<file path="config.mk">
export PLATFORM = sky130hd
export DESIGN_NAME = lsq_retire_flat
export DESIGN_NICKNAME = d
export VERILOG_FILES = /design/src/lsq_pkg.sv /design/src/lsq_if.sv /design/src/lsq_retire.sv /design/src/flat_wrapper.sv
export VERILOG_INCLUDE_DIRS = /design/src
export SDC_FILE = /design/constraint.sdc
export NUM_CORES = 1
export LEC_CHECK = 0
export CELL_PAD_IN_SITES_DETAIL_PLACEMENT = 2
export CELL_PAD_IN_SITES_GLOBAL_PLACEMENT = 2
export CORE_ASPECT_RATIO = 1.5
export CORE_MARGIN = 1.5
export CORE_UTILIZATION = 30
export DETAILED_ROUTE_END_ITERATION = 10
export DONT_BUFFER_PORTS = 1
export PLACE_DENSITY = 0.59
export SLEW_MARGIN = 20
export SYNTH_ARGS = -nofsm -noshare
export SYNTH_HDL_FRONTEND = slang
export SYNTH_SLANG_ARGS = --single-unit
</file>
<file path="constraint.sdc">
create_clock -name clk -period 2.2 [get_ports clk]
set_input_delay 0.22 -clock clk [delete_from_list [all_inputs] [get_ports clk]]
set_output_delay 0.22 -clock clk [all_outputs]
set_load 0.02 [all_outputs]
</file>
<file path="src/lsq_cfg.svh">
// load/store queue configuration
`ifndef LSQ_CFG_SVH
`define LSQ_CFG_SVH

// queue geometry
`define LSQ_DEPTH   16   // entries, power of two
`define LSQ_ID_W    4    // log2 of depth

// datapath
`define LSQ_DATA_W  32   // address and data width
`define LSQ_WB_W    4    // writeback register tag

// data memory model
`define MEM_WORDS   1024 // word count
`define MEM_IDX_LO  2    // byte offset bits below word index
`define MEM_LATENCY 2    // request to response, in cycles

`endif

</file>
<file path="src/lsq_pkg.sv">
// load/store queue types
package lsq_pkg;

`include "lsq_cfg.svh"

  // queue slot index, also the memory request id
  typedef logic [`LSQ_ID_W-1:0] lsq_id_t;

  // address or data word
  typedef logic [`LSQ_DATA_W-1:0] word_t;

  // destination register tag, carried back to the core
  typedef logic [`LSQ_WB_W-1:0] wb_tag_t;

  // one queue slot
  typedef struct packed {
    logic    valid;  // slot holds a live op
    logic    rw;     // 1 = store
    logic    done;   // data final, ready to retire
    word_t   addr;
    word_t   data;   // store data or load result
    wb_tag_t wb;
  } lsq_entry_t;

endpackage

</file>
<file path="src/lsq_if.sv">


// oldest slot view plus pop back to the queue
interface lsq_head_if;
  import lsq_pkg::*;

  logic    head_valid;
  logic    head_done;
  logic    head_rw;
  word_t   head_data;
  wb_tag_t head_wb;
  logic    pop;        // frees the head slot on this edge

  modport buffer (output head_valid, head_done, head_rw, head_data, head_wb, input pop);
  modport retire (input head_valid, head_done, head_rw, head_data, head_wb, output pop);
endinterface

</file>
<file path="src/lsq_retire.sv">
// in-order retire output register
`timescale 1ns/1ps

module lsq_retire (
  input  logic             clk,
  input  logic             rst,
  input  logic             result_ready,
  lsq_head_if.retire       head,
  output logic             result_valid,
  output logic             result_rw,
  output lsq_pkg::word_t   result_data,
  output lsq_pkg::wb_tag_t result_wb
);

  logic load;

  // take head when slot empty or draining this cycle
  assign load     = head.head_valid && head.head_done && (!result_valid || result_ready);
  assign head.pop = load;

  always_ff @(posedge clk) begin
    if (rst) begin
      result_valid <= 1'b0;
    end else if (load) begin
      result_valid <= 1'b1;
    end else if (result_ready) begin
      result_valid <= 1'b0;  // consumed, nothing behind it
    end
  end

  // payload
  always_ff @(posedge clk) begin
    if (load) begin
      result_rw   <= head.head_rw;
      result_data <= head.head_data;
      result_wb   <= head.head_wb;
    end
  end

  // held steady while the core stalls
  a_result_stable: assert property (@(posedge clk) disable iff (rst)
    result_valid && !result_ready |=> result_valid && $stable(result_rw)
      && $stable(result_data) && $stable(result_wb));

endmodule

</file>
<file path="src/flat_wrapper.sv">
// flat-port wrapper written by rule: the top's interface ports become plain ports
module lsq_retire_flat 
  (clk, rst, result_ready, result_valid, result_rw, result_data, result_wb, head_head_valid, head_head_done, head_head_rw, head_head_data, head_head_wb, head_pop);
  lsq_head_if head_i ();
  input  logic clk;
  input  logic rst;
  input  logic result_ready;
  output logic result_valid;
  output logic result_rw;
  output lsq_pkg::word_t result_data;
  output lsq_pkg::wb_tag_t result_wb;
  input wire logic [$bits(head_i.head_valid)-1:0] head_head_valid;
  input wire logic [$bits(head_i.head_done)-1:0] head_head_done;
  input wire logic [$bits(head_i.head_rw)-1:0] head_head_rw;
  input wire logic [$bits(head_i.head_data)-1:0] head_head_data;
  input wire logic [$bits(head_i.head_wb)-1:0] head_head_wb;
  output wire logic [$bits(head_i.pop)-1:0] head_pop;
  assign head_i.head_valid = head_head_valid;
  assign head_i.head_done = head_head_done;
  assign head_i.head_rw = head_head_rw;
  assign head_i.head_data = head_head_data;
  assign head_i.head_wb = head_head_wb;
  assign head_pop = head_i.pop;
  lsq_retire u_core (.clk(clk), .rst(rst), .result_ready(result_ready), .head(head_i), .result_valid(result_valid), .result_rw(result_rw), .result_data(result_data), .result_wb(result_wb));
endmodule
</file>
==> results of run 1 <==
path summary, 6_finish.rpt:
path	slack [ns]	to
worst min register to register	0.60	u_core.result_valid$_SDFFE_PP0P_
worst min-delay path	0.03	u_core.result_wb[1]$_DFFE_PP_
worst max register to register	0.78	u_core.result_data[12]$_DFFE_PP_
worst max-delay path	0.78	u_core.result_data[12]$_DFFE_PP_
cell families after synthesis:
family           count (synthesis)  synth area share [%]
flip-flops                      38                 96.38
AND/OR/NAND/NOR                  3                 2.878
AO/OA/AOI/OAI                    1                0.7464
final cells by class:
cell class / count / area (sq um)
fillers: 369 / 2370
clock inverters: 2 / 8.758
flip-flops and latches: 38 / 1131
multi-input cells: 4 / 42.54
well taps: 43 / 53.80
clock buffers: 6 / 72.57
repair buffers: 3 / 37.54
flip-flops by register name, indices dropped and copies added (netlist names):
signal and flops:
u_core.result_wb 4, u_core.result_data 32, u_core.result_rw 1, u_core.result_valid 1
power by group through the flow:
stage	Clock [mW]	Sequential, mW	Combinational [mW]
after floorplan	0	0.895	0.0169
after global placement	0	0.899	0.0259
after detailed placement	0	0.900	0.0274
after CTS	0.457	0.884	0.0289
after global routing	0.486	0.886	0.0307
final	0.433	0.883	0.0283
cell usage in the layout (no fill, tap or decap):
cell           Yosys  final
clkinv_2           0      1
edfxtp_1          37     37
a21oi_2            1      1
dlygate4sd3_1      0      1
nand2_2            1      1
buf_12             0      1
clkbuf_1           0      1
buf_4              0      1
dfxtp_1            1      1
nand2b_4           1      1
clkbuf_8           0      5
clkinv_1           0      1
nor2b_4            1      1
timing repair:
| item | CTS | global route |
|---|---|---|
| hold buffers | 1 | 0 |
| hold endpoints to repair | 1 | 0 |
| buffers inserted | 0 | 0 |
| endpoints found under the setup margin | 0 | 0 |
metrics by stage:
step / cells / power, mW
after floorplan: 42 / 0.9118
after global placement: 87 / 0.9250
after detailed placement: 87 / 0.9278
after CTS: 96 / 1.371
after global routing: 96 / 1.402
final: 96 / 1.345
metal layers:
layer,global-route usage [%],vias up
met1,7.980,217
met4,6.750,0
li1,-,185
met5,0,-
met2,16.83,41
met3,7.491,4
==> results_tabular.tex, run 1 <==
\begin{tabular}{lr}
\hline
Metric & Value \\
\hline
\multicolumn{2}{l}{\textbf{Setup path}} \\
Master of the slowest instance on the critical path & dfxtp\_1 \\
Endpoint arrival time on the critical path & 1.41 ns \\
Worst Reg-to-Reg Cells & 3 \\
Cell-by-cell trace of the critical path & nand2b\_4, nor2b\_4, buf\_4 \\
Cell family with most CP delay & simple AND/OR/NAND/NOR gates \\
Crit path launch & u\_core.result\_valid\$\_SDFFE\_PP0P\_ \\
Worst endpoint required time & 2.19 ns \\
Worst Path Max Fanout & 9 \\
Maximum single-stage delay on the critical path & 0.40 ns \\
Category of the critical setup timing path & reg -> reg \\
Critical path depth in cells & 3 \\
Sort of element at the end of the critical path & register \\
Number of buffer and inverter instances along the worst setup path & 1 \\
Critical register-to-register path startpoint & u\_core.result\_valid\$\_SDFFE\_PP0P\_ \\
Startpoint Class & register \\
\multicolumn{2}{l}{\textbf{Cells and area}} \\
Post-route core utilization & 36.23\% \\
Share of layout cells above drive strength 1 & 22.64\% \\
Final net count & 94 \\
Final design area excluding fillers & 1346 sq um \\
ANT cells & 0 \\
Synth-to-Final Area Change & 14.71\% \\
\multicolumn{2}{l}{\textbf{Synthesis}} \\
Library cell occupying the most area in the post-synthesis netlist & edfxtp\_1 \\
Top-count cell post-synth & edfxtp\_1 \\
Yosys top cell area share & 94.67\% \\
Average cell area after synthesis & 27.94 sq um \\
Syn\_nets & 84 \\
Netlist Area Pre-Place & 1174 sq um \\
Number of instances in the synthesized netlist & 42 \\
Synthesized flop and latch total & 38 \\
Most frequently used flop master after synthesis & edfxtp\_1 \\
Area contributors post-synth & edfxtp\_1, dfxtp\_1, nand2b\_4, nor2b\_4, a21oi\_2 \\
Count of distinct cell types in the synthesized netlist & 6 \\
Synthesis Warnings & 0 \\
Number of enable flip-flop cells after synthesis & 37 \\
Asr flop ratio synth & 0\% \\
Sequential fraction of the synthesis area & 96.38\% \\
\multicolumn{2}{l}{\textbf{CTS}} \\
Latest clock arrival within the worst-skew pair & 0.28 ns \\
Clock transition time at the flip-flop clock pins of the worst setup and hold paths & 0.07 ns \\
CTS root buf & clkbuf\_8 \\
Buffer levels on the longest clock path & 2 \\
Quantity of gates resized following cts & 0 \\
Number of sinks driven by the clock tree & 38 \\
TritonCTS clock tree & built \\
Number of clock buffers inserted by TritonCTS & 5 \\
Maximum level of the CTS H-tree & 2 \\
\multicolumn{2}{l}{\textbf{Placed design}} \\
Placed instance area & 1255 sq um \\
Routability congestion estimate & 0.6020 \\
Place WS & 0.7726 ns \\
Port Buffer Count & 0 \\
\multicolumn{2}{l}{\textbf{Floorplan}} \\
Effective utilization at floorplan & 31.58\% \\
Die ar. & 4304 sq um \\
Chip Width & 54.07 um \\
Number of core rows & 27 \\
I/O pin count & 81 \\
Core area & 3716 sq um \\
Die extent in y & 79.61 um \\
\multicolumn{2}{l}{\textbf{Route}} \\
Iter 0 DRT Violations & 10 \\
Number of vias in the routed layout & 447 \\
Routed WL & 2112 um \\
Ratio of routed vias to standard cells & 4.656 \\
Routed length on met1 & 625 um \\
Met2 routed WL & 1227 um \\
Count of TritonRoute iterations in the first routing pass & 4 \\
Residual antenna-violating net count after detailed routing & 0 \\
Top metal layer carrying routed signals & met4 \\
Average wire length per cell after detail routing & 22.00 um \\
Total DRC errors in the routed layout & 0 \\
Routed length on met3 & 224 um \\
\multicolumn{2}{l}{\textbf{Hold path}} \\
Hold Path Class & in -> reg \\
WHS Path Cells & 0 \\
Start point of the worst hold path & head\_head\_wb[1] \\
\multicolumn{2}{l}{\textbf{STA}} \\
Slew at the pin closest to its max-slew limit & 0.3874 ns \\
Number of hold violations in the final report & 0 \\
Pins Over Slew Limit & 0 \\
Fin worst setup slack & 0.7835 ns \\
Achievable clock frequency & 0.7060 GHz \\
Worst-case headroom to the max-slew limit & 74.12\% \\
Worst hold margin & 0.03057 ns \\
Accumulated negative setup slack & 0 ns \\
Time the final worst path needs with I/O delays and setup & 1.416 ns \\
Setup-failing EPs final & 0 \\
Clock Skew & 0.002315 ns \\
Period utilisation layout & 64.39\% \\
Unrepaired setup endpoints after global routing & false \\
\multicolumn{2}{l}{\textbf{Power}} \\
Cell internal pwr & 1.062 mW \\
Net switching power of the design & 0.2834 mW \\
Pwr per Cell Area & 999.1 nW/um\^{}2 \\
Sequential share of power & 65.7\% \\
Static power due to leakage & 0.4370 nW \\
Proportion of power drawn by the clock network & 32.2\% \\
Maximum VDD drop & 451.6 uV \\
Combinational share of power & 2.1\% \\
Fraction of power spent switching nets & 21.07\% \\
\multicolumn{2}{l}{\textbf{Flow run}} \\
Maximum capacitance violations & 0 \\
\multicolumn{2}{l}{\textbf{Status}} \\
Status & completed \\
\multicolumn{2}{l}{\textbf{Global routing}} \\
Largest net degree at the start of global routing & 24 \\
All-Layer GR Usage & 10.26\% \\
Overflow left after global routing & 0 \\
Vias in the first global route & 466 \\
Initial antenna violation count & 0 \\
Global-route wire length before repair & 2739 um \\
\hline
\end{tabular}
Power figures use the tool's default switching activity.
==> run 2: changes to the inputs <==
clock period = 1.5 ns   (was 2.2 ns; I/O delays follow)
==> run 2 against run 1 <==
Effect of this change: final area increased by 33%; critical path depth is the same; worst setup slack worse by 0.56 ns; utilization increased by 12 points; largest cell class unchanged; sequential cell count stayed put; sequential power increased by 47%; clock power up 130%; critical endpoint is now head_pop; clock skew grew 0.0015 ns.
==> results_tabular.tex, run 2 (synthesis gave the netlist of run 1 again) <==
\begin{tabular}{lr}
\hline
Metric & Value \\
\hline
\multicolumn{2}{l}{\textbf{Power}} \\
Pwr per Cell Area & 1355 nW/um\^{}2 (+36\%) \\
Maximum VDD drop & 1294 uV (+190\%) \\
Overall power consumption & 2.417 mW (+80\%) \\
Static power due to leakage & 0.6189 nW (+42\%) \\
\multicolumn{2}{l}{\textbf{STA}} \\
Achievable clock frequency & 0.7859 GHz \\
Slew at the pin closest to its max-slew limit & 0.2661 ns (-0.1212 ns) \\
Pins Over Slew Limit & 0 (unchanged) \\
Number of hold violations in the final report & 0 (unchanged) \\
Clock Skew & 0.003777 ns (+0.001462 ns) \\
Period utilisation layout & 84.83\% \\
Time the final worst path needs with I/O delays and setup & 1.272 ns \\
Setup-failing EPs final & 0 (unchanged) \\
Worst-case headroom to the max-slew limit & 82.29\% (+8.2 points) \\
Unrepaired setup endpoints after global routing & false \\
\multicolumn{2}{l}{\textbf{CTS}} \\
CTS root buf & clkbuf\_8 \\
TritonCTS clock tree & built \\
Maximum level of the CTS H-tree & 2 (unchanged) \\
Latest clock arrival within the worst-skew pair & 0.28 ns (about the same) \\
Number of sinks driven by the clock tree & 38 (unchanged) \\
Number of buffers inserted to repair setup after CTS & 0 (unchanged) \\
Buffer levels on the longest clock path & 2 (unchanged) \\
Clock transition time at the flip-flop clock pins of the worst setup and hold paths & 0.07 ns (about the same) \\
Number of clock buffers inserted by TritonCTS & 5 (unchanged) \\
\multicolumn{2}{l}{\textbf{Route}} \\
Residual antenna-violating net count after detailed routing & 0 (unchanged) \\
Iter 0 DRT Violations & 7 (-3) \\
Average wire length per cell after detail routing & 19.65 um (-11\%) \\
Count of TritonRoute iterations in the first routing pass & 3 (-1) \\
Ratio of routed vias to standard cells & 4.391 (-5.7\%) \\
Total DRC errors in the routed layout & 0 (unchanged) \\
Number of vias in the routed layout & 584 (+31\%) \\
Routed WL & 2613 um (+24\%) \\
\multicolumn{2}{l}{\textbf{Global routing}} \\
All-Layer GR Usage & 12.80\% (+2.5 points) \\
Met3 layer usage reported by global route & 2.996\% (-4.5 points) \\
Initial antenna violation count & 0 (unchanged) \\
Global-route wire length before repair & 3567 um (+30\%) \\
M1 GR Usage & 11.29\% (+3.3 points) \\
Overflow left after global routing & 0 (unchanged) \\
Largest net degree at the start of global routing & 22 (-8.3\%) \\
Vias in the first global route & 656 (+41\%) \\
Global-route track usage on met2 & 23.17\% (+6.3 points) \\
Most Used Layer, Global Route & met2 \\
\multicolumn{2}{l}{\textbf{Cells and area}} \\
Flip-flop and latch area & 1135 sq um (+0.33\%) \\
Commonest non-fill, non-tap cells in the layout & dlygate4sd3\_1, edfxtp\_1, clkbuf\_8 \\
Multi-input logic area & 42.54 sq um (unchanged) \\
Post-route core utilization & 48.01\% (+12 points) \\
Final net count & 131 (+39\%) \\
Biggest regs & u\_core.result\_data x32, u\_core.result\_wb x4 \\
ANT cells & 0 (unchanged) \\
Synth-to-Final Area Change & 52.03\% \\
Register containing the most flip-flops in the final layout & u\_core.result\_data \\
Number of fill cells in the layout & 350 (-5.1\%) \\
Max FFs per register & 32 (unchanged) \\
Leading cell type in the layout, fill and taps excluded & dlygate4sd3\_1 \\
Share of layout cells above drive strength 1 & 15.56\% (-7.1 points) \\
Final design area excluding fillers & 1784 sq um (+33\%) \\
\multicolumn{2}{l}{\textbf{Setup path}} \\
Sort of element at the end of the critical path & primary output \\
Category of the critical setup timing path & reg -> out \\
Master of the slowest instance on the critical path & dfxtp\_4 \\
Worst Path Max Fanout & 17 (+8) \\
Maximum single-stage delay on the critical path & 0.38 ns (-0.02 ns) \\
Worst endpoint required time & 1.35 ns (-0.84 ns) \\
Startpoint Class & register \\
Cell-by-cell trace of the critical path & nand2b\_4, nor2b\_4, buf\_12 \\
Endpoint arrival time on the critical path & 1.12 ns (-0.29 ns) \\
\multicolumn{2}{l}{\textbf{Floorplan}} \\
Die extent in y & 79.61 um (unchanged) \\
Core area & 3716 sq um (unchanged) \\
Chip Width & 54.07 um (unchanged) \\
I/O pin count & 81 (unchanged) \\
Effective utilization at floorplan & 31.58\% (unchanged) \\
Die ar. & 4304 sq um (unchanged) \\
Number of core rows & 27 (unchanged) \\
\multicolumn{2}{l}{\textbf{Placed design}} \\
Port Buffer Count & 0 (unchanged) \\
Routability congestion estimate & 0.5754 (-4.4\%) \\
Placed instance area & 1271 sq um (+1.3\%) \\
\multicolumn{2}{l}{\textbf{Flow run}} \\
Maximum capacitance violations & 0 (unchanged) \\
\multicolumn{2}{l}{\textbf{Hold path}} \\
Hold Path Class & in -> reg \\
\multicolumn{2}{l}{\textbf{Status}} \\
Status & completed \\
\hline
\end{tabular}
-- run 2: cell count changes in the layout (fill, tap and decap cells not counted) --
cell / change
dlygate4sd3_1: +37
bufinv_16: +2
buf_12: +1
buf_4: -1
clkbuf_1: -1
clkinv_2: -1
dfxtp_1: -1
dfxtp_4: +1
-- run 2: path summary, 6_finish.rpt --
kind | from | end | slack, ns | depth (start not counted)
max | u_core.result_valid$_SDFFE_PP0P_ | head_pop | 0.23 | 3
min | head_head_done | u_core.result_valid$_SDFFE_PP0P_ | 0.04 | 2
max reg2reg | u_core.result_valid$_SDFFE_PP0P_ | u_core.result_data[31]$_DFFE_PP_ | 0.37 | 3
min reg2reg | u_core.result_valid$_SDFFE_PP0P_ | u_core.result_valid$_SDFFE_PP0P_ | 0.53 | 2
-- run 2: cell type report --
class                   count  share of cell area (%)
clock buffers               5                   3.857
flip-flops and latches     38                   63.60
clock inverters             3                   3.576
multi-input cells           4                   2.384
repair buffers             40                   23.56
well taps                  43                   3.015
-- run 2: timing repair --
| item | CTS | global route |
|---|---|---|
| resized for setup | 0 | 0 |
| hold buffers | 38 | 0 |
| endpoints found under the hold margin | 38 | 0 |
-- run 2: stage by stage --
step / setup TNS, ns / worst slack [ns] / hold WS [ns] / std cells
after CTS: 0 / 0.2017 / 0.02988 / 133
after detailed placement: 0 / 0.3697 / 0.2112 / 87
after floorplan: -0.9497 / -0.02567 / 0.2033 / 42
after global routing: 0 / 0.1655 / 0.03164 / 133
final: 0 / 0.2276 / 0.03878 / 133
after global placement: 0 / 0.3872 / 0.2059 / 87
-- run 2: where the power goes --
part           internal [mW]  total [mW]  switching [mW]
logic                 0.0825       0.126          0.0434
registers               1.22        1.30          0.0737
clock network          0.658       0.996           0.338
-- run 2: layer usage --
metal,share of wire [%],vias up
met2,60,37
li1,-,260
met3,5.4,5
met5,0,-
met4,2.6,0
met1,32,282
-- run 2: critical path, delay by kind of cell (launching register included) --
family / cells / cell delay (ns)
flip-flops: 1 / 0.38
AND/OR/NAND/NOR: 2 / 0.27
buffers and inverters: 1 / 0.19
